<file path="src/include/ppu_consts.svh">
`ifndef PPU_CONSTS_SVH
`define PPU_CONSTS_SVH

// Line and frame timing in clock cycles and lines
`define PPU_H_TOTAL      456
`define PPU_V_TOTAL      154
`define PPU_V_ACTIVE     144
`define PPU_H_PIXELS     160
`define PPU_OAM_CYCLES   80   // Mode 2 length
`define PPU_XFER_CYCLES  168  // Mode 3 length
`define PPU_HS_START     76
`define PPU_HS_WIDTH     4

// Video memory offsets inside the 8 KiB window
`define PPU_VRAM_AW      13
`define PPU_MAP0_BASE    13'h1800
`define PPU_MAP1_BASE    13'h1C00
`define PPU_TILE0_BASE   13'h0800
`define PPU_TILE1_BASE   13'h0000

// CPU address map
`define PPU_IO_BASE      16'hFF40
`define PPU_IO_LAST      16'hFF4B
`define PPU_VRAM_BASE    16'h8000
`define PPU_VRAM_LAST    16'h9FFF

`define PPU_BGP_RESET    8'hFC

`endif

</file>
<file path="src/design/ppu_pkg.sv">
package ppu_pkg;

    // STAT mode field encoding
    typedef enum logic [1:0] {
        HBLANK = 2'd0,
        VBLANK = 2'd1,
        OAM    = 2'd2,
        XFER   = 2'd3
    } ppu_mode_e;

    // Background fetch steps of one cycle each
    typedef enum logic [3:0] {
        IDLE,
        TID_ADDR,
        TID_READ,
        D0_ADDR,
        D0_READ,
        D1_ADDR,
        D1_READ,
        WAIT,
        LOAD
    } fetch_state_e;

    // Low address byte of each register
    typedef enum logic [7:0] {
        REG_LCDC = 8'h40,
        REG_STAT = 8'h41,
        REG_SCY  = 8'h42,
        REG_SCX  = 8'h43,
        REG_LY   = 8'h44,
        REG_LYC  = 8'h45,
        REG_BGP  = 8'h47
    } ppu_reg_e;

    typedef logic [1:0] pixel_t; // Color index or shade

endpackage

</file>
<file path="src/design/ppu_cfg_if.sv">
`timescale 1ns/1ps

// Configuration levels from the register file
interface ppu_cfg_if;

    logic       lcd_en;     // LCDC bit 7
    logic       bg_en;      // LCDC bit 0
    logic       bg_map_sel; // LCDC bit 3
    logic       tile_sel;   // LCDC bit 4
    logic [7:0] scx;
    logic [7:0] scy;
    logic [7:0] bgp;

    modport regs (
        output lcd_en, bg_en, bg_map_sel, tile_sel, scx, scy, bgp
    );

    modport timing (input lcd_en);

    modport fetch (input bg_map_sel, tile_sel, scx, scy);

    modport pixel (input bg_en, bgp);

endinterface

</file>
<file path="src/design/ppu_fetcher.sv">
`timescale 1ns/1ps
`include "ppu_consts.svh"

module ppu_fetcher
    import ppu_pkg::*;
(
    input  logic                    clk,
    input  logic                    rst,
    ppu_cfg_if.fetch                cfg,
    input  logic [7:0]              ly,
    input  ppu_mode_e               mode,
    output logic [`PPU_VRAM_AW-1:0] fetch_addr,
    input  logic [7:0]              vram_rdata,
    output logic                    load,
    output pixel_t [7:0]            row
);

    fetch_state_e          state;
    logic [4:0]            tile_cnt;  // Tiles loaded this line
    logic [7:0]            tile_id;
    logic [7:0]            data_lo;
    logic [7:0]            data_hi;
    logic [7:0]            bg_y;
    logic [4:0]            tile_col;
    logic [`PPU_VRAM_AW-1:0] map_base;
    logic [`PPU_VRAM_AW-1:0] tile_base;
    logic [`PPU_VRAM_AW-1:0] map_addr;
    logic [`PPU_VRAM_AW-1:0] data_addr;

    assign bg_y      = ly + cfg.scy;
    assign tile_col  = tile_cnt + cfg.scx[7:3]; // Wraps at 32 without fine scroll
    assign map_base  = cfg.bg_map_sel ? `PPU_MAP1_BASE : `PPU_MAP0_BASE;
    assign tile_base = cfg.tile_sel ? `PPU_TILE1_BASE : `PPU_TILE0_BASE;
    assign map_addr  = map_base + {3'b000, bg_y[7:3], tile_col};
    assign data_addr = tile_base + {1'b0, tile_id, bg_y[2:0], 1'b0}; // 16 B per tile

    // IDLE doubles as the address step of the first tile
    always_comb
    begin
        case (state)
            D0_ADDR: fetch_addr = data_addr;
            D1_ADDR: fetch_addr = data_addr + 13'd1;
            default: fetch_addr = map_addr;
        endcase
    end

    always_ff @(posedge clk)
    begin
        if (rst || mode != XFER)
        begin
            state    <= IDLE;
            tile_cnt <= 5'd0;
        end
        else
        begin
            case (state)
                IDLE:
                begin
                    if (tile_cnt == 5'd0)
                        state <= TID_READ;
                end
                TID_ADDR: state <= TID_READ;
                TID_READ: state <= D0_ADDR;
                D0_ADDR:  state <= D0_READ;
                D0_READ:  state <= D1_ADDR;
                D1_ADDR:  state <= D1_READ;
                D1_READ:  state <= WAIT;
                WAIT:     state <= LOAD;
                LOAD:
                begin
                    tile_cnt <= tile_cnt + 5'd1;
                    if (tile_cnt == 5'(`PPU_H_PIXELS / 8 - 1))
                        state <= IDLE; // Line done, wait for next XFER
                    else
                        state <= TID_ADDR;
                end
                default:  state <= IDLE;
            endcase
        end
    end

    // Read data arrives one cycle after its address
    always_ff @(posedge clk)
    begin
        if (state == TID_READ)
            tile_id <= vram_rdata;
        if (state == D0_READ)
            data_lo <= vram_rdata;
        if (state == D1_READ)
            data_hi <= vram_rdata;
    end

    assign load = (state == LOAD);

    always_comb
    begin
        for (int i = 0; i < 8; i++)
            row[i] = {data_hi[i], data_lo[i]}; // row[7] is leftmost
    end

endmodule

</file>
<file path="src/flat_wrapper.sv">
// flat-port wrapper written by rule: the top's interface ports become plain ports
module ppu_fetcher_flat import ppu_pkg::*;
  (clk, rst, ly, mode, fetch_addr, vram_rdata, load, row, cfg_bg_map_sel, cfg_tile_sel, cfg_scx, cfg_scy);
  ppu_cfg_if cfg_i ();
  input  logic clk;
  input  logic rst;
  input  logic [7:0] ly;
  input  ppu_mode_e mode;
  output logic [`PPU_VRAM_AW-1:0] fetch_addr;
  input  logic [7:0] vram_rdata;
  output logic load;
  output pixel_t [7:0] row;
  input wire logic [$bits(cfg_i.bg_map_sel)-1:0] cfg_bg_map_sel;
  input wire logic [$bits(cfg_i.tile_sel)-1:0] cfg_tile_sel;
  input wire logic [$bits(cfg_i.scx)-1:0] cfg_scx;
  input wire logic [$bits(cfg_i.scy)-1:0] cfg_scy;
  assign cfg_i.bg_map_sel = cfg_bg_map_sel;
  assign cfg_i.tile_sel = cfg_tile_sel;
  assign cfg_i.scx = cfg_scx;
  assign cfg_i.scy = cfg_scy;
  ppu_fetcher u_core (.clk(clk), .rst(rst), .cfg(cfg_i), .ly(ly), .mode(mode), .fetch_addr(fetch_addr), .vram_rdata(vram_rdata), .load(load), .row(row));
endmodule
</file>
<file path="config.mk">
export PLATFORM = sky130hd
export DESIGN_NAME = ppu_fetcher_flat
export DESIGN_NICKNAME = d
export VERILOG_FILES = /design/src/design/ppu_pkg.sv /design/src/design/ppu_cfg_if.sv /design/src/design/ppu_fetcher.sv /design/src/flat_wrapper.sv
export VERILOG_INCLUDE_DIRS = /design/src /design/src/include
export SDC_FILE = /design/constraint.sdc
export NUM_CORES = 1
export LEC_CHECK = 0
export ABC_AREA = 1
export BUFFER_PORTS_ARGS = -buffer_cell sky130_fd_sc_hd__buf_2
export CAP_MARGIN = 40
export CORE_UTILIZATION = 40
export CTS_BUF_LIST = sky130_fd_sc_hd__clkbuf_16
export DETAILED_ROUTE_END_ITERATION = 8
export PLACE_DENSITY_LB_ADDON = 0.08
export SYNTH_ARGS = -nofsm -noshare
export SYNTH_HDL_FRONTEND = slang
export SYNTH_SLANG_ARGS = --single-unit
</file>
<file path="constraint.sdc">
create_clock -name clk -period 5.5 [get_ports clk]
set_clock_uncertainty 0.2 [all_clocks]
set_input_delay 0.55 -clock clk [delete_from_list [all_inputs] [get_ports clk]]
set_output_delay 0.55 -clock clk [all_outputs]
set_load 0.05 [all_outputs]
</file>
Word level (Yosys, flattened, before mapping). Cells that the tools add are included. Widths: inputs -> output; s select.

Output and inout bits: 30. Logic and storage cells: 31. Register bits after elaboration: 33. Input port bits: 38.

Reductions and logical operators: 3. $add $sub $neg: 6. Eq/ne operators: 11. Multiplexer cells: 6.

Operators by type and width (count): $pmux 4 s9 (1); $pmux 13 s2 (1); $eq 4x3->1 const B (4); $add 13x1->13 const B (1); $add 13x10->13 (1); $add 13x12->13 (1); $mux 12 (1); $mux 11 (1); $add 8x8->8 (1); $eq 4x2->1 const B (2); $add 5x1->5 const B (1); $add 5x5->5 (1); $eq 5x5->1 const B (1); $logic_not 5->1 (1); $eq 4x1->1 const B (1); $eq 4x4->1 const B (1); $logic_not 4->1 (1); $mux 4 (1); $ne 2x1->1 const B (1); $ne 2x2->1 const B (1); $logic_or 1x1->1 (1); $mux 1 (1).

Depth between registers and ports, before layout.
Depth in word-level cells: 4. Mapped depth: 9. Gate-level depth less buffers: 9.

Worst setup path before layout. No wires, ideal clock.

Path type: input port to output port. Start point: input port cfg_scy[0]. End point: output port fetch_addr[3]. Stages: 4. Buffers on the path: 0. Data required time: 4.750 ns. Arrival: 2.389 ns. Setup slack: 2.361 ns. Path through: ha_1 -> fa_1 -> xnor2_1 -> o21ai_0.

Word-level cells in the longest chain between the ends: 4.

Ends and longest elaborated chain: start, declared (line flat_wrapper.sv:16) `input wire logic [$bits(cfg_i.scy)-1:0] cfg_scy;`; $add 8x8->8 (*) (line ppu_fetcher.sv:30) `assign bg_y = ly + cfg.scy;`; $add 13x12->13 (*) (line ppu_fetcher.sv:35) `assign data_addr = tile_base + {1'b0, tile_id, bg_y[2:0], 1'b0};`; $add 13x1->13 (line ppu_fetcher.sv:42) `D1_ADDR: fetch_addr = data_addr + 13'd1;`; $pmux 13 s2 (*) (line ppu_fetcher.sv:40) `case (state)`; end, declared (line flat_wrapper.sv:9) `` output logic [`PPU_VRAM_AW-1:0] fetch_addr; ``.

Mark *: on every way between the ends. The rest lies on a longest branch, timed or not.

Worst setup path in the final report.
Start point: input port cfg_scy[0]. End point: output port fetch_addr[6].

Word-level cells in the longest chain between the ends: 4. Elaborated cells between the ends (all ways): 5. Classes of those cells: add/sub: 4; mux: 1.

Ends and longest elaborated chain (line): $add 8x8->8 (*) (ppu_fetcher.sv:30); $add 13x12->13 (ppu_fetcher.sv:35); $add 13x1->13 (ppu_fetcher.sv:42); $pmux 13 s2 (*) (ppu_fetcher.sv:40).

Marked as above.

==> flow_metrics.py <==
metrics = {
    "global_route": {
        "grt_max_degree": 12,
        "antenna_found_initial": 0,
        "grt_remaining_overflow": 0,
        "grt_first_pass_wirelength_um": 6350,
        "grt_pass1_vias": 1479,
        "grt_usage_pct": 16.8,
    },
    "synth": {
        "yosys-top-cells-area": "edfxtp_1, dfxtp_1, nand2_1, ha_1, inv_1",
        "synth_top_family_by_area": "simple AND/OR/NAND/NOR gates",
        "syn_area_sq_mm": 0.00183,
        "synthXorXnorAreaFrac_pct": 4.31,
        "synth_seq_cells": 33,
        "synth_fp_nets": 256,
        "synth_cells": 202,
        "synth-simple-area-share_pct": 20.2,
        "synth.most_common_cell": "nand2_1",
        "synth_commonest_cells": "nand2_1, inv_1, edfxtp_1, nand3_1, ha_1",
        "synth_edf_count": 24,
        "ys_seq_area_share_pct": 49.2,
        "muxShareOfSynthArea_pct": 0,
        "ys.flop_type": "edfxtp_1",
        "synth_top_area_share_pct": 39.4,
        "yosys.area.top_type": "edfxtp_1",
        "postSynthAreaPerCell_sq_um": 9.06,
        "synth-compound-area-share_pct": 7.11,
        "yosysWarnings": 0,
        "synthDistinctLibCells": 25,
        "synth_fa_ha_area_share_pct": 11.8,
        "async_flop_share_pct": 0,
    },
    "timing": {
        "rsz0062_at_grt": "no",
        "max_slew_margin_pct": 48.2,
        "slew_violations": 0,
        "tns_ns": 0,
        "setup_violations": 0,
        "timing.final.crit_share_pct": 49.9,
        "final_hold_viol_count": 0,
        "layout_min_cycle_time_ns": 2.74,
        "worst_pin_slew_ns": 0.774,
        "fmax_mhz": 364,
    },
    "detailed_routing": {
        "drc_errors": 0,
        "dr.pass1.iters": 4,
        "viasPerCell": 4.65,
        "wl_per_cell_um": 11.3,
        "drt_iter0_drc": 29,
        "postRouteAntennaNets": 0,
        "drt_wl_total_um": 3680,
        "vias": 1520,
    },
    "floorplanning": {
        "pin_count": 68,
        "fp.dieH_um": 69.6,
        "coreArea_sq_mm": 0.00438,
        "fp-row-count": 24,
        "fp.dieArea_sq_mm": 0.00485,
        "initial_utilization_pct": 41.7,
        "chipWidth_um": 69.6,
    },
    "worst_setup_path": {
        "critPathKind": "input port to primary output",
        "crit_chain": "buf_2, ha_1, fa_1, a21oi_1, xnor2_1, nand2_1, nand2_1, buf_2",
        "required_ns": 4.75,
        "critPathMaxFanout": 3,
        "cp-start-kind": "input port",
        "crit_arrival_ns": 1.99,
        "crit_path_max_incr_delay_ns": 0.43,
        "r2r_start": "u_core.state[0]",
        "cp-end-kind": "primary output",
        "crit_start": "cfg_scy[0]",
        "cpMaxStageDelayCell": "fa_1",
    },
    "clock_network": {
        "insertion_delay_ns": 0.27,
        "post-cts-setup-buffers": 0,
        "cts_buffers": 5,
        "cts_resized": 0,
        "htreeDepth": 2,
        "cts.path.max_buffers": 2,
        "cts_sinks": 33,
        "cts_root_buf": "clkbuf_16",
        "clk_transition_reported_paths_ns": 0.05,
        "cts_tree": "done",
        "cts_hold_buffers": 0,
    },
    "pwr": {
        "switching_share_pct": 26.1,
        "leakage_nw": 1.13,
        "p_clk_share_pct": 40.9,
        "peakVddDrop_mv": 0.219,
        "p_comb_share_pct": 16.3,
        "power_density_mw_per_mm2": 267,
        "power.internal_uw": 466,
        "power.switching_uw": 165,
        "seq_power_share_pct": 42.8,
    },
    "layout": {
        "nNetsFinal": 328,
        "final_area_sq_mm": 0.00236,
        "drive_gt1_share_pct": 28.0,
        "n_antenna_cell": 0,
        "nFillCells": 404,
        "area_delta_synth_final_pct": 29.0,
    },
    "job": {
        "max_cap_violations": 0,
    },
    "placed_design": {
        "place_congestion": 0.773,
        "hpwl_um": 2940,
        "io_buffers": 64,
        "place_area_sq_mm": 0.00222,
    },
    "min_path": {
        "hold_path_class": "input port to flip-flop",
        "hold_start": "vram_rdata[4]",
    },
    "run_status": {
        "status": "finished, final reports clean",
    },
}
==> logic make-up (layout without fill, tap and decap cells) <==
group           count (synthesis)  after routing
simple gates                   85             85
buf+inv                        35            108
flops                          33             33
compound gates                 24             24
fa+ha+maj                      16             16
xor+xnor                        9              9
==> power by group through the flow <==
| stage | registers [mW] | clock network (mW) | logic [mW] |
|---|---|---|---|
| global placement | 0.275 | 0 | 0.103 |
| floorplan | 0.275 | 0 | 0.0725 |
| detailed placement | 0.275 | 0 | 0.104 |
| finish | 0.270 | 0.258 | 0.103 |
| CTS | 0.270 | 0.266 | 0.104 |
| global route | 0.270 | 0.279 | 0.115 |
==> per-layer routing <==
metal	GRT usage (%)	vias to the layer above	wire length, um
li1	-	811	-
met1	19.9	664	1700
met2	27.9	43	1710
met3	6.83	2	244
met4	5.33	0	17
met5	0	-	0
==> flip-flops by register name (all words and copies together) (netlist names) <==
register / count
u_core.data_lo: 8
u_core.state: 4
u_core.data_hi: 8
u_core.tile_cnt: 5
u_core.tile_id: 8
==> worst paths after layout <==
check / cells after the start / slack, ns / end
hold / removal: 1 / 0.28 / u_core.data_lo[4]
setup / recovery: 8 / 2.76 / fetch_addr[6]
setup reg to reg: 3 / 3.69 / u_core.data_lo[2]
hold reg to reg: 2 / 0.30 / u_core.tile_cnt[4]
==> layout by cell type, fill, tap and decap left out, types with 2 or more instances in the layout <==
cell,n
a21boi_0,3
a21oi_1,10
buf_2,64
buf_4,2
clkbuf_16,5
clkinv_1,2
dfxtp_1,9
edfxtp_1,24
fa_1,2
ha_1,14
inv_1,32
inv_2,2
nand2_1,48
nand3_1,15
nor2_1,9
nor3_1,5
o21ai_0,8
o21ai_1,2
or2_1,2
xnor2_1,3
xor2_1,6
==> layout make-up <==
class	instances	area, sq um	share of cell area, %
Timing Repair Buffer	66	335	14.2
Multi-Input combinational cell	134	793	33.6
Tap cell	52	65.1	2.76
Clock inverter	3	12.5	0.530
Clock buffer	5	125	5.30
Inverter	34	128	5.41
Sequential cell	33	901	38.2
==> worst max-delay path: cells and delay by family <==
family,cells,cell delay (ns)
fa+ha+maj,2,0.65
simple gates,2,0.11
compound gates,1,0.19
buf+inv,2,0.36
xor+xnor,1,0.14
==> through the flow <==
step	power [mW]	std cells	hold WS, ns	util (%)	setup slack [ns]
global route	0.664	327	0.272	53.8	2.61
global placement	0.378	319	0.292	50.7	2.74
CTS	0.640	327	0.274	53.8	2.74
detailed placement	0.379	319	0.295	50.7	2.75
finish	0.631	327	0.279	53.8	2.76
floorplan	0.348	202	0.270	-	2.36
(Power assumes the default switching activity.)
