## config.mk

```make
export PLATFORM = sky130hd
export DESIGN_NAME = ppu_timing_flat
export DESIGN_NICKNAME = d
export VERILOG_FILES = /design/src/design/ppu_pkg.sv /design/src/design/ppu_cfg_if.sv /design/src/design/ppu_timing.sv /design/src/flat_wrapper.sv
export VERILOG_INCLUDE_DIRS = /design/src /design/src/include
export SDC_FILE = /design/constraint.sdc
export NUM_CORES = 1
export LEC_CHECK = 0
export BUFFER_PORTS_ARGS = -buffer_cell sky130_fd_sc_hd__buf_2
export CAP_MARGIN = 20
export CORE_UTILIZATION = 55
export DETAILED_ROUTE_END_ITERATION = 10
export HOLD_SLACK_MARGIN = 0.12
export PLACE_DENSITY = 0.78
export SLEW_MARGIN = 25
export SYNTH_ARGS = -nofsm -noshare
export SYNTH_HDL_FRONTEND = slang
export SYNTH_SLANG_ARGS = --single-unit
export TNS_END_PERCENT = 30
```

## constraint.sdc

```tcl
create_clock -name clk -period 4.2 [get_ports clk]
set_input_delay 0.21 -clock clk [delete_from_list [all_inputs] [get_ports clk]]
set_output_delay 0.21 -clock clk [all_outputs]
set_load 0.05 [all_outputs]
```

## src/include/ppu_consts.svh

```systemverilog
`ifndef PPU_CONSTS_SVH
`define PPU_CONSTS_SVH

// Line and frame timing in clock cycles and lines
`define PPU_H_TOTAL      456
`define PPU_V_TOTAL      154
`define PPU_V_ACTIVE     144
`define PPU_H_PIXELS     160
`define PPU_OAM_CYCLES   80   // Mode 2 length
`define PPU_XFER_CYCLES  168  // Mode 3 length
`define PPU_HS_START     76
`define PPU_HS_WIDTH     4

// Video memory offsets inside the 8 KiB window
`define PPU_VRAM_AW      13
`define PPU_MAP0_BASE    13'h1800
`define PPU_MAP1_BASE    13'h1C00
`define PPU_TILE0_BASE   13'h0800
`define PPU_TILE1_BASE   13'h0000

// CPU address map
`define PPU_IO_BASE      16'hFF40
`define PPU_IO_LAST      16'hFF4B
`define PPU_VRAM_BASE    16'h8000
`define PPU_VRAM_LAST    16'h9FFF

`define PPU_BGP_RESET    8'hFC

`endif

```

## src/design/ppu_pkg.sv

```systemverilog
package ppu_pkg;

    // STAT mode field encoding
    typedef enum logic [1:0] {
        HBLANK = 2'd0,
        VBLANK = 2'd1,
        OAM    = 2'd2,
        XFER   = 2'd3
    } ppu_mode_e;

    // Background fetch steps of one cycle each
    typedef enum logic [3:0] {
        IDLE,
        TID_ADDR,
        TID_READ,
        D0_ADDR,
        D0_READ,
        D1_ADDR,
        D1_READ,
        WAIT,
        LOAD
    } fetch_state_e;

    // Low address byte of each register
    typedef enum logic [7:0] {
        REG_LCDC = 8'h40,
        REG_STAT = 8'h41,
        REG_SCY  = 8'h42,
        REG_SCX  = 8'h43,
        REG_LY   = 8'h44,
        REG_LYC  = 8'h45,
        REG_BGP  = 8'h47
    } ppu_reg_e;

    typedef logic [1:0] pixel_t; // Color index or shade

endpackage

```

## src/design/ppu_cfg_if.sv

```systemverilog
`timescale 1ns/1ps

// Configuration levels from the register file
interface ppu_cfg_if;

    logic       lcd_en;     // LCDC bit 7
    logic       bg_en;      // LCDC bit 0
    logic       bg_map_sel; // LCDC bit 3
    logic       tile_sel;   // LCDC bit 4
    logic [7:0] scx;
    logic [7:0] scy;
    logic [7:0] bgp;

    modport regs (
        output lcd_en, bg_en, bg_map_sel, tile_sel, scx, scy, bgp
    );

    modport timing (input lcd_en);

    modport fetch (input bg_map_sel, tile_sel, scx, scy);

    modport pixel (input bg_en, bgp);

endinterface

```

## src/design/ppu_timing.sv

```systemverilog
`timescale 1ns/1ps
`include "ppu_consts.svh"

module ppu_timing
    import ppu_pkg::*;
(
    input  logic      clk,
    input  logic      rst,
    ppu_cfg_if.timing cfg,
    output logic [7:0] ly,
    output ppu_mode_e mode,
    output logic      hs,
    output logic      vs
);

    logic [8:0] h_cnt; // Cycle within the line

    always_ff @(posedge clk)
    begin
        if (rst || !cfg.lcd_en)
        begin
            h_cnt <= 9'd0;
            ly    <= 8'd0;
        end
        else if (h_cnt == `PPU_H_TOTAL - 1)
        begin
            h_cnt <= 9'd0;
            if (ly == `PPU_V_TOTAL - 1)
                ly <= 8'd0;
            else
                ly <= ly + 8'd1;
        end
        else
        begin
            h_cnt <= h_cnt + 9'd1;
        end
    end

    // Mode straight from the counters
    always_comb
    begin
        if (!cfg.lcd_en)
            mode = HBLANK;
        else if (ly >= `PPU_V_ACTIVE)
            mode = VBLANK;
        else if (h_cnt < `PPU_OAM_CYCLES)
            mode = OAM;
        else if (h_cnt < `PPU_OAM_CYCLES + `PPU_XFER_CYCLES)
            mode = XFER;
        else
            mode = HBLANK;
    end

    assign hs = cfg.lcd_en && (h_cnt >= `PPU_HS_START)
             && (h_cnt < `PPU_HS_START + `PPU_HS_WIDTH);
    assign vs = cfg.lcd_en && (ly == `PPU_V_TOTAL - 1); // Whole last line

endmodule

```

## src/flat_wrapper.sv

```systemverilog
// flat-port wrapper written by rule: the top's interface ports become plain ports
module ppu_timing_flat import ppu_pkg::*;
  (clk, rst, ly, mode, hs, vs, cfg_lcd_en);
  ppu_cfg_if cfg_i ();
  input  logic clk;
  input  logic rst;
  output logic [7:0] ly;
  output ppu_mode_e mode;
  output logic hs;
  output logic vs;
  input wire logic [$bits(cfg_i.lcd_en)-1:0] cfg_lcd_en;
  assign cfg_i.lcd_en = cfg_lcd_en;
  ppu_timing u_core (.clk(clk), .rst(rst), .cfg(cfg_i), .ly(ly), .mode(mode), .hs(hs), .vs(vs));
endmodule
```

# --- After elaboration in Yosys (flattened, before gate mapping) ---
# Cells that the tools add are included.
# Widths: inputs -> output; s select.
classes:
  n_addsub: 2
  n_lt_le_gt_ge: 4
  n_eq_ne: 2
  muxes: 5
  reduce_logical: 6
ops:
  columns: ["operator", "count"]
  rows:
  - ["$add 9x1->9 const B", 1]
  - ["$eq 9x9->1 const B", 1]
  - ["$ge 9x7->1 const B", 1]
  - ["$lt 9x7->1 const B", 1]
  - ["$lt 9x8->1 const B", 1]
  - ["$add 8x1->8 const B", 1]
  - ["$eq 8x8->1 const B", 1]
  - ["$ge 8x8->1 const B", 1]
  - ["$mux 2", 4]
  - ["$mux 8", 1]
  - ["$logic_and 1x1->1", 3]
  - ["$reduce_or 2->1", 1]
  - ["$logic_not 1->1", 1]
  - ["$logic_or 1x1->1", 1]
totals:
  register_bits: 17
  input_bits: 3
  out_inout_bits: 12

# --- Longest topological paths before layout ---
# Gate-level depths: netlist of the first run.
logic_depth:
  ltp_word: 5
  depth_mapped: 5

# --- Worst setup path before layout of the first run ---
# No wires, ideal clock.
synth_path:
  kind: "register to output"
  start: "reg u_core.ly[5]"
  end: "out mode[1]"
  arrival_ns: 1.982
  t_required_ns: 3.990
  setup_slack_ns: 2.008
  stages_incl_launch_ff: 3
  cell_sequence: "dfxtp_1 > o31a_1 > nor3_1"
synth_between:
  elab_chain_cells: 3
synth_lines:
  columns: ["item", "line", "rtl"]
  rows:
  - ["start, declared", "ppu_timing.sv:10", "output logic [7:0] ly,"]
  - ["start signal, assigned", "ppu_timing.sv:31", "ly <= ly + 8'd1;"]
  - ["$ge 8x8->1 (no source line)", null, null]
  - ["$mux 2", "ppu_timing.sv:44", "else if (ly >= `PPU_V_ACTIVE)"]
  - ["$mux 2", "ppu_timing.sv:42", "if (!cfg.lcd_en)"]
  - ["end, declared", "flat_wrapper.sv:8", "output ppu_mode_e mode;"]
# Every way passes these cells.

# --- Worst setup path after layout of the first run ---
layout_path:
  start: "reg u_core.ly[5]"
  end: "out vs"
layout_between:
  elab_chain_cells: 2
layout_lines:
  columns: ["item", "line", "rtl"]
  rows:
  - ["$eq 8x8->1", "ppu_timing.sv:56", "assign vs = cfg.lcd_en && (ly == `PPU_V_TOTAL - 1);"]
  - ["$logic_and 1x1->1", "ppu_timing.sv:56", null]
  - ["end, declared", "flat_wrapper.sv:10", "output logic vs;"]
# Every way passes these cells.

==> results.json, run 1 <==
{
  "status": "completed",
  "reg2reg_depth": 4,
  "syn-cell-area_um2": 901,
  "yosys.area.top_type_share_pct": 37.8,
  "post-route-min-period_ns": 1.91,
  "finClkSkew_ns": 0.0183,
  "io_buffers": 14,
  "cts_tree": "done",
  "grt_max_degree": 11,
  "worstHoldStart": "rst",
  "crit_fanout": 6,
  "dp_cells": 130,
  "wl_mm": 1.67,
  "numCtsBuffers": 3,
  "yosys_register_bits": 17,
  "ant_nets": 0,
  "clkLatencyLatePin_ns": 0.30,
  "worst_ir_drop_vdd_mv": 0.127,
  "r2r_slack_ns": 2.36,
  "n_fill_cell": 143,
  "final_util_pct": 65.8,
  "root_buffer": "clkbuf_4",
  "start_kind": "flip-flop",
  "start_util_pct": 59.1,
  "r2r-start": "u_core.h_cnt[3]$_SDFF_PP0_",
  "grt_pass1_vias": 628,
  "drtIter0Drc": 19,
  "crit_required_ns": 3.99,
  "p_per_area_nw_per_um2": 261,
  "die_w_um": 42.5,
  "post-synth-top-count-cell": "nor2_1",
  "post_cts_buffers": 0,
  "cap_violations": 0,
  "die-area_um2": 1800,
  "htree_levels": 1,
  "synthesis.nets": 109,
  "routedWlPerCell_um": 12.4,
  "use_met3_pct": 2.59,
  "synth-main-ff-cell": "dfxtp_1",
  "met2_usage_pct": 30.5,
  "dpl.hpwl_mm": 1.21,
  "holdPathStages": 3,
  "syn_inst": 102,
  "ys_seq_area_share_pct": 37.8,
  "synthTopCellsByCount": "21 x nor2_1, 17 x dfxtp_1, 12 x xnor2_1, 7 x nand3_1, 7 x nor3_1",
  "finalSetupTns_ns": 0,
  "synthArstFlopShare_pct": 0,
  "ys_warn_count": 0,
  "avgSynthCellArea_um2": 8.83,
  "stdcell_count": 134,
  "path_class": "flip-flop to output pin",
  "grt_pass1_wl_mm": 2.64,
  "holdWs_ns": 0.242,
  "fin_crit_sh_pct": 45.4,
  "tightest_slew_ns": 0.356,
  "synth_area_leader_cell": "dfxtp_1",
  "drc": 0,
  "vias": 736,
  "min_to": "u_core.ly[1]$_SDFFE_PP0N_",
  "arrival_ns": 1.70,
  "diodes": 0,
  "setup_viol": 0,
  "ctsResizeCount": 0,
  "holdBufCountCts": 0,
  "syn2layout_area_growth_pct": 11.4,
  "hp-class": "input pin to flip-flop",
  "clockBufferDepth": 2,
  "ys_top_cells_by_area": "dfxtp_1 38%, xnor2_1 12%, nor2_1 8.8%, ha_1 5.6%, nand3_1 3.9%",
  "first_pass_iters": 4,
  "setup_ws_ns": 2.29,
  "drt-vias-per-instance": 5.49,
  "hold_viol": 0,
  "drive_above_1_share_pct": 22.0,
  "track_usage_pct": 19.5,
  "nNetsFinal": 126,
  "gp_congestion": 0.800,
  "die_h_um": 42.5,
  "rsz0062_at_grt": "false",
  "slew_headroom_pct": 76.1,
  "clock.fmax_mhz": 524,
  "synth_cell_type_count": 28,
  "finalMaxSlewViolations": 0,
  "top_usage_layer": "met2",
  "r2r-end": "u_core.ly[0]$_SDFFE_PP0N_",
  "coreArea_um2": 1520,
  "post-place-ws_ns": 2.38,
  "antenna_found_initial": 0,
  "use_met1_pct": 26.3,
  "leakagePower_nw": 0.379,
  "end_kind": "output pin",
  "clk_pin_slew_ns": 0.11,
  "synth_edf_count": 0,
  "io_pins": 15,
  "gr-total-overflow": 0,
  "rows": 14,
  "clock-sinks": 17
}
-- cells by family after synthesis --
family / after synthesis / synth area share, %
xor+xnor: 14 / 13.6
simple gates: 56 / 34.7
fa+ha+maj: 4 / 5.56
buf+inv: 6 / 3.33
flops: 17 / 37.8
compound gates: 5 / 5.00
-- sequential cells by signal (all words and copies together) (netlist names) --
register,count
u_core.ly,8
u_core.h_cnt,9
-- placed cells by master (no fill, tap or decap), types with 3 or more instances in the layout --
master and count:
nor2_1 21, dfxtp_1 17, buf_2 14, xnor2_1 12, nand3_1 7, nor3_1 7
nand2_1 5, inv_1 4, ha_1 4, nand4_1 3, clkbuf_4 3
-- where the power goes --
part           leakage, nW  switching (mW)  internal [mW]
logic                0.224         0.00664        0.00284
registers            0.137        0.000906          0.162
clock network       0.0177          0.0543         0.0355
total                0.379          0.0618          0.200
-- per-stage QoR --
stage | instance area, um2 | total power [mW]
finish | 1000 | 0.262
global route | 1000 | 0.269
CTS | 1000 | 0.263
detailed placement | 976 | 0.176
global placement | 976 | 0.176
floorplan | 901 | 0.173
-- metal layers --
layer  vias up  part of all wire, %
li1        376                    -
met1       332                   50
met2        26                   44
met3         2                  5.2
met4         0                 0.72
met5         -                    0
-- worst max-delay path by stage --
stage,from,to,cells after the start
global placement,u_core.h_cnt[3]$_SDFF_PP0_,u_core.ly[6]$_SDFFE_PP0N_,4
floorplan,u_core.ly[5]$_SDFFE_PP0N_,mode[1],2
global route,u_core.ly[5]$_SDFFE_PP0N_,vs,4
finish,u_core.ly[5]$_SDFFE_PP0N_,vs,4
CTS,u_core.ly[5]$_SDFFE_PP0N_,vs,4
detailed placement,u_core.h_cnt[3]$_SDFF_PP0_,u_core.ly[0]$_SDFFE_PP0N_,4
-- critical path, stage by stage (launching register included) --
cell     delay [ns]
dfxtp_1        0.39
nor4b_1        0.32
nand4_1        0.27
nor2_1         0.15
buf_2          0.27
-- layout make-up --
type | count | area, um2 | share of cell area, %
timing repair buffer | 14 | 70.1 | 6.98
tap | 16 | 20.0 | 2.00
multi-input combinational | 79 | 531 | 52.9
clock inverter | 1 | 5.00 | 0.499
inverter | 4 | 15.0 | 1.50
clock buffer | 3 | 22.5 | 2.24
sequential | 17 | 340 | 33.9
No activity file was read; power rests on OpenSTA's default activity.
==> run 2, diff against run 1 <==
--- a/config.mk
+++ b/config.mk
@@ -8,10 +8,10 @@
 export LEC_CHECK = 0
 export BUFFER_PORTS_ARGS = -buffer_cell sky130_fd_sc_hd__buf_2
 export CAP_MARGIN = 20
-export CORE_UTILIZATION = 55
+export CORE_UTILIZATION = 53
 export DETAILED_ROUTE_END_ITERATION = 10
 export HOLD_SLACK_MARGIN = 0.12
-export PLACE_DENSITY = 0.78
+export PLACE_DENSITY = 0.76
 export SLEW_MARGIN = 25
 export SYNTH_ARGS = -nofsm -noshare
 export SYNTH_HDL_FRONTEND = slang
==> constraint.sdc (replaced) <==
create_clock -name clk -period 1.9 [get_ports clk]
set_input_delay 0.095 -clock clk [delete_from_list [all_inputs] [get_ports clk]]
set_output_delay 0.095 -clock clk [all_outputs]
set_load 0.05 [all_outputs]
==> run 2 against run 1 <==
- cell count is the same
- register-to-register slack lost 2.3 ns
- highest routed layer unchanged
- global-route usage grew 0.40 points
- final area rose by 0.37%
- combinational power grew 120%
- clock skew decreased by 0.015 ns
- setup slack worse by 2.2 ns
- sequential share of layout area decreased by 0.13 points
- wire length is 1.4% higher
- clock-buffer cell count is 1 higher
==> results.json, run 2 (synthesized netlist as in run 1, its figures left out) <==
{
  "drive_above_1_share_pct": 22.0,
  "dpl.hpwl_mm": 1.24,
  "seqCellArea_um2": 340,
  "ant_nets": 0,
  "holdBufCountCts": 0,
  "gp_congestion": 0.761,
  "post_cts_buffers": 0,
  "top_regs": "u_core.h_cnt (9), u_core.ly (8)",
  "fin_crit_sh_pct": 96.0,
  "status": "completed",
  "reg2reg_depth": 4,
  "clk_pin_slew_ns": 0.10,
  "nNetsFinal": 126,
  "die_h_um": 43.2,
  "setup_viol": 0,
  "worst_ir_drop_vdd_mv": 0.417,
  "drc": 0,
  "rows": 14,
  "worstHoldStart": "rst",
  "top_register": "u_core.h_cnt",
  "pwr-share-comb_pct": 3.7,
  "coreArea_um2": 1540,
  "final_util_pct": 65.3,
  "clock.fmax_mhz": 548,
  "switchingPower_mw": 0.129,
  "largest_register_ffs": 9,
  "antenna_found_initial": 0,
  "swShare_pct": 22.4,
  "grt_pass1_vias": 614,
  "clock-sinks": 17,
  "die-area_um2": 1870,
  "cts_tree": "done",
  "finalMaxSlewViolations": 0,
  "grt_max_degree": 10,
  "n_fill_cell": 157,
  "end_kind": "flip-flop",
  "start_kind": "flip-flop",
  "hold_viol": 0,
  "holdWs_ns": 0.144,
  "cap_violations": 0,
  "die_w_um": 43.2,
  "syn2layout_area_growth_pct": 11.8,
  "internal-power_mw": 0.446,
  "finalSetupTns_ns": 0,
  "first_pass_iters": 4,
  "track_usage_pct": 19.9,
  "r2r-end": "u_core.ly[6]$_SDFFE_PP0N_",
  "hp-class": "input pin to flip-flop",
  "post-route-min-period_ns": 1.82,
  "p_per_area_nw_per_um2": 571,
  "holdPathStages": 3,
  "slew_headroom_pct": 76.1,
  "htree_levels": 1,
  "start_util_pct": 58.4,
  "leakagePower_nw": 0.379,
  "grt_pass1_wl_mm": 2.69,
  "min_to": "u_core.ly[1]$_SDFFE_PP0N_",
  "r2r_slack_ns": 0.08,
  "drtIter0Drc": 16,
  "numCtsBuffers": 3,
  "rsz0062_at_grt": "false",
  "pwr-share-seq_pct": 62.7,
  "routedWlPerCell_um": 12.6,
  "arrival_ns": 2.01,
  "wl_mm": 1.69,
  "vias": 750,
  "multi_input_area_um2": 536,
  "r2r-start": "u_core.h_cnt[3]$_SDFF_PP0_",
  "diodes": 0,
  "path_class": "flip-flop to flip-flop",
  "crit_required_ns": 2.09,
  "tightest_slew_ns": 0.358,
  "root_buffer": "clkbuf_4",
  "clockBufferDepth": 2,
  "layout_commonest_cell": "nor2_1",
  "io_buffers": 14,
  "final_cell_mix": "21 x nor2_1, 17 x dfxtp_1, 14 x buf_2, 12 x xnor2_1, 7 x nand3_1",
  "clkPwrFrac_pct": 33.7,
  "drt-vias-per-instance": 5.60,
  "finClkSkew_ns": 0.00330,
  "crit_fanout": 8,
  "clkLatencyLatePin_ns": 0.29,
  "io_pins": 15,
  "totalPowerFinal_mw": 0.575,
  "ctsResizeCount": 0,
  "gr-total-overflow": 0
}
==> run 2: per-stage QoR <==
| step | cell area [um2] | worst slack (ns) | cells |
|---|---|---|---|
| floorplan | 906 | -0.0725 | 102 |
| global placement | 981 | 0.142 | 130 |
| detailed placement | 981 | 0.0985 | 130 |
| CTS | 1010 | 0.0787 | 134 |
| global route | 1010 | 0.00400 | 134 |
| finish | 1010 | 0.0765 | 134 |
==> run 2: how the worst max path moves through the flow <==
stage | start | slack [ns] | depth (start not counted) | endpoint
6_report | u_core.h_cnt[3]$_SDFF_PP0_ | 0.08 | 4 | u_core.ly[6]$_SDFFE_PP0N_
5_1_grt | u_core.h_cnt[3]$_SDFF_PP0_ | 0.004 | 4 | u_core.ly[6]$_SDFFE_PP0N_
4_1_cts | u_core.h_cnt[3]$_SDFF_PP0_ | 0.08 | 4 | u_core.ly[6]$_SDFFE_PP0N_
3_5_place_dp | u_core.h_cnt[3]$_SDFF_PP0_ | 0.1 | 4 | u_core.ly[6]$_SDFFE_PP0N_
3_3_place_gp | u_core.h_cnt[3]$_SDFF_PP0_ | 0.14 | 4 | u_core.ly[4]$_SDFFE_PP0N_
2_1_floorplan | u_core.ly[7]$_SDFFE_PP0N_ | -0.07 | 3 | vs
==> run 2: cell type report <==
cell class / instances / share of cell area (%)
repair buffers: 14 / 6.96
multi-input cells: 79 / 53.2
clock buffers: 4 / 2.61
well taps: 16 / 1.99
inverters: 4 / 1.49
flip-flops and latches: 17 / 33.8
==> run 2: metal layers <==
metal / global-route usage, % / wire, um / vias up
met5: 0 / 0 / -
met4: 9.09 / 34 / 0
met3: 5.11 / 68 / 5
met2: 28.1 / 732 / 18
met1: 27.9 / 855 / 350
li1: - / - / 377
==> run 2: power by group through the flow <==
stage               registers (mW)  clock network (mW)  logic [mW]
CTS                          0.360               0.199      0.0214
detailed placement           0.368                   0      0.0213
finish                       0.360               0.194      0.0212
global route                 0.360               0.213      0.0234
global placement             0.368                   0      0.0211
floorplan                    0.368                   0      0.0149
==> run 2: critical path: stages (launching register included) <==
cell	delay [ns]
dfxtp_1	0.37
or4b_1	0.73
or2_4	0.33
o21ai_4	0.21
nor2_1	0.07
