## src/include/ppu_consts.svh

```systemverilog
`ifndef PPU_CONSTS_SVH
`define PPU_CONSTS_SVH

// Line and frame timing in clock cycles and lines
`define PPU_H_TOTAL      456
`define PPU_V_TOTAL      154
`define PPU_V_ACTIVE     144
`define PPU_H_PIXELS     160
`define PPU_OAM_CYCLES   80   // Mode 2 length
`define PPU_XFER_CYCLES  168  // Mode 3 length
`define PPU_HS_START     76
`define PPU_HS_WIDTH     4

// Video memory offsets inside the 8 KiB window
`define PPU_VRAM_AW      13
`define PPU_MAP0_BASE    13'h1800
`define PPU_MAP1_BASE    13'h1C00
`define PPU_TILE0_BASE   13'h0800
`define PPU_TILE1_BASE   13'h0000

// CPU address map
`define PPU_IO_BASE      16'hFF40
`define PPU_IO_LAST      16'hFF4B
`define PPU_VRAM_BASE    16'h8000
`define PPU_VRAM_LAST    16'h9FFF

`define PPU_BGP_RESET    8'hFC

`endif

```

## src/design/ppu_pkg.sv

```systemverilog
package ppu_pkg;

    // STAT mode field encoding
    typedef enum logic [1:0] {
        HBLANK = 2'd0,
        VBLANK = 2'd1,
        OAM    = 2'd2,
        XFER   = 2'd3
    } ppu_mode_e;

    // Background fetch steps of one cycle each
    typedef enum logic [3:0] {
        IDLE,
        TID_ADDR,
        TID_READ,
        D0_ADDR,
        D0_READ,
        D1_ADDR,
        D1_READ,
        WAIT,
        LOAD
    } fetch_state_e;

    // Low address byte of each register
    typedef enum logic [7:0] {
        REG_LCDC = 8'h40,
        REG_STAT = 8'h41,
        REG_SCY  = 8'h42,
        REG_SCX  = 8'h43,
        REG_LY   = 8'h44,
        REG_LYC  = 8'h45,
        REG_BGP  = 8'h47
    } ppu_reg_e;

    typedef logic [1:0] pixel_t; // Color index or shade

endpackage

```

## src/design/ppu_cfg_if.sv

```systemverilog
`timescale 1ns/1ps

// Configuration levels from the register file
interface ppu_cfg_if;

    logic       lcd_en;     // LCDC bit 7
    logic       bg_en;      // LCDC bit 0
    logic       bg_map_sel; // LCDC bit 3
    logic       tile_sel;   // LCDC bit 4
    logic [7:0] scx;
    logic [7:0] scy;
    logic [7:0] bgp;

    modport regs (
        output lcd_en, bg_en, bg_map_sel, tile_sel, scx, scy, bgp
    );

    modport timing (input lcd_en);

    modport fetch (input bg_map_sel, tile_sel, scx, scy);

    modport pixel (input bg_en, bgp);

endinterface

```

## src/design/ppu_regs.sv

```systemverilog
`timescale 1ns/1ps
`include "ppu_consts.svh"

module ppu_regs
    import ppu_pkg::*;
(
    input  logic          clk,
    input  logic          rst,
    input  logic [15:0]   a,
    input  logic [7:0]    d_wr,
    input  logic          wr,
    input  logic          rd,
    output logic [7:0]    d_rd,
    input  logic [7:0]    ly,
    input  ppu_mode_e     mode,
    input  logic [7:0]    vram_rdata,
    output logic          cpu_vram_we,
    output logic          int_vblank_req,
    output logic          int_lcdc_req,
    input  logic          int_vblank_ack,
    input  logic          int_lcdc_ack,
    ppu_cfg_if.regs       cfg
);

    logic [7:0] lcdc;
    logic [3:0] stat_en;   // STAT bits 6 to 3
    logic [7:0] scy;
    logic [7:0] scx;
    logic [7:0] lyc;
    logic [7:0] bgp;

    logic       addr_io;
    logic       addr_vram;
    logic       coin;
    logic [7:0] stat_val;
    logic [7:0] reg_rdata;
    logic [7:0] rd_q;
    logic       vram_pend; // Memory read in flight
    ppu_mode_e  prev_mode;
    logic       coin_q;
    logic       vblank_entry;
    logic       stat_set;

    assign addr_io   = (a >= `PPU_IO_BASE) && (a <= `PPU_IO_LAST);
    assign addr_vram = (a >= `PPU_VRAM_BASE) && (a <= `PPU_VRAM_LAST);
    assign coin      = (ly == lyc);
    assign stat_val  = {1'b1, stat_en, coin, mode};

    assign cpu_vram_we = wr && addr_vram; // Memory drops it during XFER

    assign cfg.lcd_en     = lcdc[7];
    assign cfg.tile_sel   = lcdc[4];
    assign cfg.bg_map_sel = lcdc[3];
    assign cfg.bg_en      = lcdc[0];
    assign cfg.scx        = scx;
    assign cfg.scy        = scy;
    assign cfg.bgp        = bgp;

    ////////////////////////////////////////////////////////////////////
    // Register writes
    ////////////////////////////////////////////////////////////////////

    always_ff @(posedge clk)
    begin
        if (rst)
        begin
            lcdc    <= 8'h00;
            stat_en <= 4'h0;
            scy     <= 8'h00;
            scx     <= 8'h00;
            lyc     <= 8'h00;
            bgp     <= `PPU_BGP_RESET;
        end
        else if (wr && addr_io)
        begin
            case (a[7:0])
                REG_LCDC: lcdc    <= d_wr;
                REG_STAT: stat_en <= d_wr[6:3]; // Mode and coincidence are read only
                REG_SCY:  scy     <= d_wr;
                REG_SCX:  scx     <= d_wr;
                REG_LYC:  lyc     <= d_wr;
                REG_BGP:  bgp     <= d_wr;
                default:  ;                     // LY and the rest ignore writes
            endcase
        end
    end

    ////////////////////////////////////////////////////////////////////
    // CPU reads
    ////////////////////////////////////////////////////////////////////

    always_comb
    begin
        reg_rdata = 8'hFF;
        if (addr_io)
        begin
            case (a[7:0])
                REG_LCDC: reg_rdata = lcdc;
                REG_STAT: reg_rdata = stat_val;
                REG_SCY:  reg_rdata = scy;
                REG_SCX:  reg_rdata = scx;
                REG_LY:   reg_rdata = ly;
                REG_LYC:  reg_rdata = lyc;
                REG_BGP:  reg_rdata = bgp;
                default:  reg_rdata = 8'hFF;
            endcase
        end
    end

    always_ff @(posedge clk)
    begin
        if (rst)
            vram_pend <= 1'b0;
        else
            vram_pend <= rd && addr_vram && (mode != XFER);
    end

    // Blocked memory reads land here as FF
    always_ff @(posedge clk)
    begin
        if (rd)
            rd_q <= reg_rdata;
        else if (vram_pend)
            rd_q <= vram_rdata; // Hold the memory byte until the next read
    end

    assign d_rd = vram_pend ? vram_rdata : rd_q;

    ////////////////////////////////////////////////////////////////////
    // Interrupt requests
    ////////////////////////////////////////////////////////////////////

    assign vblank_entry = (mode == VBLANK) && (prev_mode != VBLANK);

    assign stat_set = (stat_en[3] && coin && !coin_q)
                   || (stat_en[2] && (mode == OAM) && (prev_mode != OAM))
                   || (stat_en[1] && vblank_entry)
                   || (stat_en[0] && (mode == HBLANK) && (prev_mode != HBLANK));

    always_ff @(posedge clk)
    begin
        if (rst)
        begin
            prev_mode      <= HBLANK;
            coin_q         <= 1'b0;
            int_vblank_req <= 1'b0;
            int_lcdc_req   <= 1'b0;
        end
        else
        begin
            prev_mode <= mode;
            coin_q    <= coin;
            if (vblank_entry)
                int_vblank_req <= 1'b1; // Set beats a same-cycle ack
            else if (int_vblank_ack)
                int_vblank_req <= 1'b0;
            if (stat_set)
                int_lcdc_req <= 1'b1;
            else if (int_lcdc_ack)
                int_lcdc_req <= 1'b0;
        end
    end

endmodule

```

## src/flat_wrapper.sv

```systemverilog
// flat-port wrapper written by rule: the top's interface ports become plain ports
module ppu_regs_flat import ppu_pkg::*;
  (clk, rst, a, d_wr, wr, rd, d_rd, ly, mode, vram_rdata, cpu_vram_we, int_vblank_req, int_lcdc_req, int_vblank_ack, int_lcdc_ack, cfg_lcd_en, cfg_bg_en, cfg_bg_map_sel, cfg_tile_sel, cfg_scx, cfg_scy, cfg_bgp);
  ppu_cfg_if cfg_i ();
  input  logic clk;
  input  logic rst;
  input  logic [15:0] a;
  input  logic [7:0] d_wr;
  input  logic wr;
  input  logic rd;
  output logic [7:0] d_rd;
  input  logic [7:0] ly;
  input  ppu_mode_e mode;
  input  logic [7:0] vram_rdata;
  output logic cpu_vram_we;
  output logic int_vblank_req;
  output logic int_lcdc_req;
  input  logic int_vblank_ack;
  input  logic int_lcdc_ack;
  output wire logic [$bits(cfg_i.lcd_en)-1:0] cfg_lcd_en;
  output wire logic [$bits(cfg_i.bg_en)-1:0] cfg_bg_en;
  output wire logic [$bits(cfg_i.bg_map_sel)-1:0] cfg_bg_map_sel;
  output wire logic [$bits(cfg_i.tile_sel)-1:0] cfg_tile_sel;
  output wire logic [$bits(cfg_i.scx)-1:0] cfg_scx;
  output wire logic [$bits(cfg_i.scy)-1:0] cfg_scy;
  output wire logic [$bits(cfg_i.bgp)-1:0] cfg_bgp;
  assign cfg_lcd_en = cfg_i.lcd_en;
  assign cfg_bg_en = cfg_i.bg_en;
  assign cfg_bg_map_sel = cfg_i.bg_map_sel;
  assign cfg_tile_sel = cfg_i.tile_sel;
  assign cfg_scx = cfg_i.scx;
  assign cfg_scy = cfg_i.scy;
  assign cfg_bgp = cfg_i.bgp;
  ppu_regs u_core (.clk(clk), .rst(rst), .a(a), .d_wr(d_wr), .wr(wr), .rd(rd), .d_rd(d_rd), .ly(ly), .mode(mode), .vram_rdata(vram_rdata), .cpu_vram_we(cpu_vram_we), .int_vblank_req(int_vblank_req), .int_lcdc_req(int_lcdc_req), .int_vblank_ack(int_vblank_ack), .int_lcdc_ack(int_lcdc_ack), .cfg(cfg_i));
endmodule
```

## config.mk

```make
export PLATFORM = sky130hd
export DESIGN_NAME = ppu_regs_flat
export DESIGN_NICKNAME = d
export VERILOG_FILES = /design/src/design/ppu_pkg.sv /design/src/design/ppu_cfg_if.sv /design/src/design/ppu_regs.sv /design/src/flat_wrapper.sv
export VERILOG_INCLUDE_DIRS = /design/src /design/src/include
export SDC_FILE = /design/constraint.sdc
export NUM_CORES = 1
export LEC_CHECK = 0
export BUFFER_PORTS_ARGS = -buffer_cell sky130_fd_sc_hd__buf_2
export CELL_PAD_IN_SITES_DETAIL_PLACEMENT = 2
export CELL_PAD_IN_SITES_GLOBAL_PLACEMENT = 2
export CORE_ASPECT_RATIO = 0.75
export CORE_MARGIN = 2
export CORE_UTILIZATION = 31
export CTS_CLUSTER_SIZE = 25
export DETAILED_ROUTE_END_ITERATION = 8
export PLACE_DENSITY_LB_ADDON = 0.1
export REMOVE_ABC_BUFFERS = 1
export SKIP_CTS_REPAIR_TIMING = 1
export SLEW_MARGIN = 20
export SYNTH_ARGS = -nofsm -noshare
export SYNTH_HDL_FRONTEND = slang
export SYNTH_SLANG_ARGS = --single-unit
```

## constraint.sdc

```tcl
create_clock -name clk -period 1.85 [get_ports clk]
set_input_delay 0.185 -clock clk [delete_from_list [all_inputs] [get_ports clk]]
set_output_delay 0.185 -clock clk [all_outputs]
set_load 0.01 [all_outputs]
```

* After elaboration in Yosys (flattened, before gate mapping)
Cells that the tools add are included.
** Operators by class
- Reduce and logical (&&, ||, !) cells :: 28
- Eq/ne operators :: 13
- Muxes and demuxes :: 8
- Order comparisons :: 4
** Operators by type and width (count)
- == test 8 x 7 -> 1 bit (second input constant) :: 7
- case mux 8 bit (7 select lines) :: 1
- >= comparator 16 bit (second input constant) :: 2
- <= comparator 16 bit (second input constant) :: 2
- 2-to-1 mux 8 bit :: 3
- logical AND 1 bit :: 14
- AND reduction 2 bit :: 6
- == test 8 bit :: 1
- nonzero test 2 bit :: 3
- 2-to-1 mux 1 bit :: 4
- != test 2 bit (second input constant) :: 2
- logical OR 1 bit :: 3
- == test 2 x 1 -> 1 bit (second input constant) :: 1
- == test 2 bit (second input constant) :: 1
- zero test 2 bit :: 1
- != test 2 x 1 -> 1 bit (second input constant) :: 1
- zero test 1 bit :: 1
** Word-level totals
- Output and inout port bits :: 39
- Register bits :: 58
- Input port bits :: 48

* Depth between registers and ports, before layout
Gate-level depths: netlist of the first run.
- Word-level depth :: 7
- Mapped depth :: 6
- Gate-level depth less buffers :: 4

* Least setup slack after synthesis of the first run
No wires, ideal clock.
- Kind :: register to register
- Start :: register u_core.vram_pend
- End :: register u_core.rd_q[2]
- Arrival :: 1.285 ns
- Clock period less this slack :: 1.364 ns
- Setup slack :: 0.486 ns
- Library setup time :: 0.079 ns
- Stages on the path, launching flop included :: 6
- Path through :: dfxtp_1 > buf_4 > mux2_2 > nor2_1 > or4_1 > o211ai_1
** On the way
- Longest elaborated chain between the ends :: 2
** RTL lines
- start: declaration :: line ppu_regs.sv:38 : logic vram_pend;
- start signal: assignment :: line ppu_regs.sv:115 : vram_pend <= rd && addr_vram && (mode != XFER);
- 2-to-1 mux 8 bit
- named net d_rd[2] :: line flat_wrapper.sv:11 : output logic [7:0] d_rd;
- 2-to-1 mux 8 bit
- end signal: assignment :: line ppu_regs.sv:122 : rd_q <= reg_rdata;
- end signal: assignment :: line ppu_regs.sv:124 : rd_q <= vram_rdata;
- end: declaration :: line ppu_regs.sv:37 : logic [7:0] rd_q;
The timed path passes the listed nets, and every way through them passes these cells.
A chain may end at the register's enable or synchronous reset.

* Worst setup path after layout of the first run
- Start :: register u_core.vram_pend
- End :: output d_rd[5]
** On the way
- Longest elaborated chain between the ends :: 1
** RTL lines (line)
- 2-to-1 mux 8 bit
- end: declaration :: flat_wrapper.sv:11
Every way passes these cells.

==> results of run 1 <==
cells in the mapped netlist, drive strengths merged (2+ instances only):
cell type,count
o21ai,3
a22o,4
nand3b,4
o2bb2ai,5
a21oi,6
and2,3
nand3,8
a22oi,3
a31oi,6
a21o,2
nor2,26
nand2b,50
nand4b,2
buf,12
nor4,2
mux2,13
nand4,5
clkbuf,9
dfxtp,58
nor2b,4
mux2i,53
inv,3
and3,5
nor4b,2
a221oi,2
xor2,8
nor3,2
nand2,5
registers in the layout, summed over array words and instances, names as in the netlist:
register and count:
u_core.lyc 8, u_core.coin_q 1, u_core.stat_en 4, u_core.vram_pend 1, u_core.int_vblank_req 1, u_core.cfg.bgp 8
u_core.rd_q 8, u_core.lcdc 8, u_core.prev_mode 2, u_core.cfg.scy 8, u_core.cfg.scx 8, u_core.int_lcdc_req 1
cell type report:
cell class,count,share of cell area (%)
clock buffer,12,6.59
clock inverter,4,1.79
timing repair buffer,102,13.9
multi-input combinational,238,44.6
tap,132,4.08
sequential,58,28.7
inverter,3,0.278
cell families after synthesis:
group	synth area share (%)
simple gates	24.2
mux	22.6
flops	37.6
compound gates	9.31
buf+inv	4.05
xor+xnor	2.27
power by group through the flow:
stage                     Clock (mW)  Sequential, mW  Combinational (mW)
final                           1.88            1.26               0.272
after global routing            1.96            1.26               0.299
after CTS                       1.90            1.26               0.276
after detailed placement           0            1.29               0.272
after global placement             0            1.28               0.269
after floorplan                    0            1.29               0.107
layout by cell type, fill, tap and decap left out, types with 3 or more instances in the layout:
cell type,instances
a21oi_1,6
a22o_1,4
a22oi_1,3
a31oi_1,6
and2_1,3
and3_1,5
buf_2,86
buf_4,15
clkbuf_16,9
clkbuf_8,3
dfxtp_1,58
inv_1,3
mux2_2,13
mux2i_1,53
nand2_1,5
nand2b_1,50
nand3_1,6
nand3b_1,4
nand4_1,4
nor2_1,26
nor2b_1,4
o21ai_0,3
o2bb2ai_1,5
xor2_1,8
per-stage QoR:
step / cell area (um^2) / utilization, % / total power [mW]
global route: 4040 / 41.9 / 3.52
finish: 4040 / 41.9 / 3.41
detailed placement: 3700 / 38.4 / 1.56
CTS: 4040 / 41.9 / 3.44
floorplan: 2980 / - / 1.39
global placement: 3700 / 38.4 / 1.55
worst paths after layout:
kind,startpoint,endpoint,slack (ps),cells after the start
max,u_core.vram_pend,d_rd[5],330,3
min,a[13],u_core.vram_pend,50,2
max reg2reg,u_core.lyc[6],u_core.int_lcdc_req,370,5
min reg2reg,u_core.lcdc[1],u_core.lcdc[1],480,2
routing by layer:
| metal | part of all wire, % | vias to the layer above |
|---|---|---|
| li1 | - | 1321 |
| met1 | 48 | 1356 |
| met2 | 45 | 75 |
| met3 | 5.0 | 13 |
| met4 | 1.2 | 0 |
| met5 | 0 | - |
critical path: cells and delay by family (launching register included):
family                 cells  cell delay, ps
multiplexers               1             350
buffers and inverters      2             310
flip-flops                 1             340
==> impl_metrics.yaml, run 1 <==
outcome:
  status: "completed"
pwr:
  power.switching_uw: 752
  sw_frac_of_total_pct: 22.0
  p_seq_share_pct: 36.9
  p_leak_nw: 1.85
  peakVddDrop_mv: 0.354
  p_comb_share_pct: 8.0
  p_per_area_nw_per_um2: 844
  internal-power_mw: 2.66
  clock_power_share_pct: 55.1
floorplan:
  core_area_um2: 9660
  die_y_um: 90.5
  io_pins: 87
  fp.dieW_um: 119
  initial_core_util_pct: 32.0
  fp-row-count: 31
  dieArea_um2: 10800
clock_tree:
  cts_sinks: 58
  ctsRootBufferMaster: "clkbuf_16"
  cts_buffers: 9
  worstSkewPairLatency_ps: 330
  cts_tree: "built"
  h-tree-depth: 3
  clk_pin_slew_ps: 50
  cts_buffer_depth: 2
global_routing:
  grt_overflow: 0
  grt_usage_pct: 20.7
  grt-busiest-layer: "met2"
  antenna_found_initial: 0
  grt_pass1_wl_mm: 17.2
  grt_pass1_vias: 3013
  grt_start_max_net_pins: 65
  grt_util_met1_pct: 28.2
  met3_usage_pct: 5.30
  met2_usage_pct: 32.8
logic_synthesis:
  synth_top_area_cell: "dfxtp_1"
  ys_seq_area_share_pct: 37.6
  synthArstFlopShare_pct: 0
  synth_flop_cell: "dfxtp_1"
  syn-cell-area_um2: 3090
  syn_area_per_cell_um2: 9.66
  synth.yosys.warnings: 0
  synthDistinctLibCells: 48
  synth-seq-cells: 58
  postSynthCellCount: 320
  yosys-top-cells-area: "dfxtp_1, mux2i_1, nand2b_1, mux2_2, nor2_1"
  synth_top_area_share_pct: 37.6
  synth_edf_count: 0
final_layout:
  drive_gt1_share_pct: 33.3
  area_growth_pct: 30.9
  antennaDiodeCount: 0
  seq_area_um2: 1160
  multi_input_area_um2: 1800
  instances_no_fill: 549
  final_nets: 460
  fillers: 1095
timing:
  relSlewSlack_pct: 67.9
  tns_ps: 0
  setup_viol: 0
  slew_viol_final: 0
  rsz0062_at_grt: "false"
  tightest_slew_ps: 478
  finalHoldViolCount: 0
  fin_ws_ps: 328
  finalClockSkew_ps: 5.16
  max_freq_ghz: 0.657
  hold_ws_ps: 50.0
  min_period_ps: 1520
  post-route-period-util_pct: 82.2
route:
  drt_iter0_markers: 89
  vias_per_cell: 5.04
  drc: 0
  routed_wl_mm: 10.8
  wl_per_cell_um: 19.6
  dr.pass1.iters: 4
  num_vias: 2765
  ant_nets: 0
critical_path:
  worstPathRequired_ps: 1660
  worst-path-max-fanout: 7
  worstSetupEndpointType: "output port"
  cpMaxStageDelayCell: "mux2_2"
  cpPeakStageDelay_ps: 350
  path_cells: "buf_4, mux2_2, buf_2"
  worstSetupPathType: "reg -> out"
  critPathLaunchType: "register"
  cp_data_arrival_time_ps: 1340
flow_run:
  cap_violations: 0
placed_design:
  place_inst: 533
  io_buffers: 86
  hpwl_mm: 8.04
  gp_congestion: 0.818
  place_ws_ps: 130
worst_hold_path:
  hold_path.class: "in -> reg"
Power figures use the tool's default switching activity.
==> run 2, diff against run 1 <==
==> constraint.sdc (replaced) <==
create_clock -name clk -period 1.4 [get_ports clk]
set_input_delay 0.14 -clock clk [delete_from_list [all_inputs] [get_ports clk]]
set_output_delay 0.14 -clock clk [all_outputs]
set_load 0.01 [all_outputs]
==> impl_metrics.yaml, run 2 (synthesis results as in run 1) <==
outcome:
  status: "complete, but fails checks"
  violations: "negative setup slack"
route:
  dr.pass1.iters: 4
  num_vias: 2983
  vias_per_cell: 5.03
  wl_per_cell_um: 20.2
  routed_wl_mm: 12.0
  ant_nets: 0
  drt_iter0_markers: 124
  drc: 0
timing:
  hold_ws_ps: 90.5
  tightest_slew_ps: 460
  max_freq_ghz: 0.712
  relSlewSlack_pct: 69.2
  rsz0062_at_grt: "true"
  finalHoldViolCount: 0
  post-route-period-util_pct: 100
  setup_viol: 1
  slew_viol_final: 0
  finalClockSkew_ps: 5.99
  min_period_ps: 1400
  fin_ws_ps: -4.25
placed_design:
  io_buffers: 86
  place_inst: 573
  gp_congestion: 0.869
  hpwl_mm: 8.84
global_routing:
  grt_start_max_net_pins: 41
  antenna_found_initial: 0
  grt_pass1_vias: 3291
  grt_overflow: 0
  grt_pass1_wl_mm: 18.6
  grt_usage_pct: 22.4
floorplan:
  die_y_um: 90.5
  io_pins: 87
  fp-row-count: 31
  fp.dieW_um: 119
  initial_core_util_pct: 32.0
  dieArea_um2: 10800
  core_area_um2: 9660
pwr:
  p_per_area_nw_per_um2: 942
  p_leak_nw: 2.12
  peakVddDrop_mv: 0.578
final_layout:
  final_common_cell: "buf_2"
  final_cell_mix: "buf_2, buf_4, dfxtp_1, mux2i_1, nand2b_1"
  drive_gt1_share_pct: 41.2
  final_nets: 504
  instances_no_fill: 593
  area_growth_pct: 44.9
  antennaDiodeCount: 0
critical_path:
  cp_data_arrival_time_ps: 1660
  cpMaxStageDelayCell: "dfxtp_2"
  worstSetupEndpointType: "register"
  cpPeakStageDelay_ps: 320
  rrSetupSlack_ps: -4
  worstSetupPathType: "reg -> reg"
  path_cells: "xor2_1, nor4_1, buf_4, nand4b_1, a41oi_2"
  worstPathRequired_ps: 1650
  worst-path-max-fanout: 2
  critPathLaunchType: "register"
clock_tree:
  ctsRootBufferMaster: "clkbuf_16"
  clk_pin_slew_ps: 50
  worstSkewPairLatency_ps: 330
  cts_buffer_depth: 2
  cts_tree: "built"
  cts_buffers: 9
  cts_sinks: 58
  h-tree-depth: 3
flow_run:
  cap_violations: 0
worst_hold_path:
  hold_path.class: "in -> reg"
-- run 2: path summary, 6_finish.rpt --
path | startpoint | end | depth (start not counted)
setup / recovery | u_core.lyc[7] | u_core.int_lcdc_req | 5
hold reg to reg | u_core.int_vblank_req | u_core.int_vblank_req | 2
hold / removal | a[14] | u_core.vram_pend | 3
setup reg to reg | u_core.lyc[7] | u_core.int_lcdc_req | 5
-- run 2: metrics by stage --
stage	util, %	instance area, um^2	total power, mW	setup TNS (ps)	worst slack [ps]
floorplan	-	2980	1.84	0	33.4
global placement	41.9	4040	2.11	-4190	-226
detailed placement	41.9	4040	2.12	-6800	-275
CTS	44.8	4330	4.25	-932	-146
global route	46.4	4480	4.38	-265	-52.8
finish	46.4	4480	4.22	-4.25	-4.25
-- run 2: report_power, final --
group          internal, mW  total, mW  switching, mW
Sequential             1.66       1.66        0.00402
Combinational         0.216      0.449          0.234
Clock                  1.34       2.11          0.770
Total                  3.21       4.22           1.01
-- run 2: critical path, delay by kind of cell, from the launching register on --
kind                      cells  cell delay (ps)
DFF                           1              320
xor gates and xnor gates      1              150
and+or+nand+nor               2              490
buffers and inverters         1              160
AOI/OAI and AO/OA             1              210
-- run 2: cell type report --
type	instances	area [um^2]
fill	1022	5180
timing repair buffer	146	978
sequential	58	1160
inverter	3	11.3
tap	132	165
multi-input combinational	238	1870
clock buffer	14	274
clock inverter	2	10.0
-- run 2: per-layer routing --
| metal | wire length (um) | GRT usage (%) | vias to the layer above |
|---|---|---|---|
| met4 | 190 | 6.37 | 0 |
| li1 | - | - | 1420 |
| met1 | 5600 | 29.2 | 1464 |
| met3 | 589 | 5.56 | 19 |
| met2 | 5590 | 36.9 | 80 |
| met5 | 0 | 0 | - |
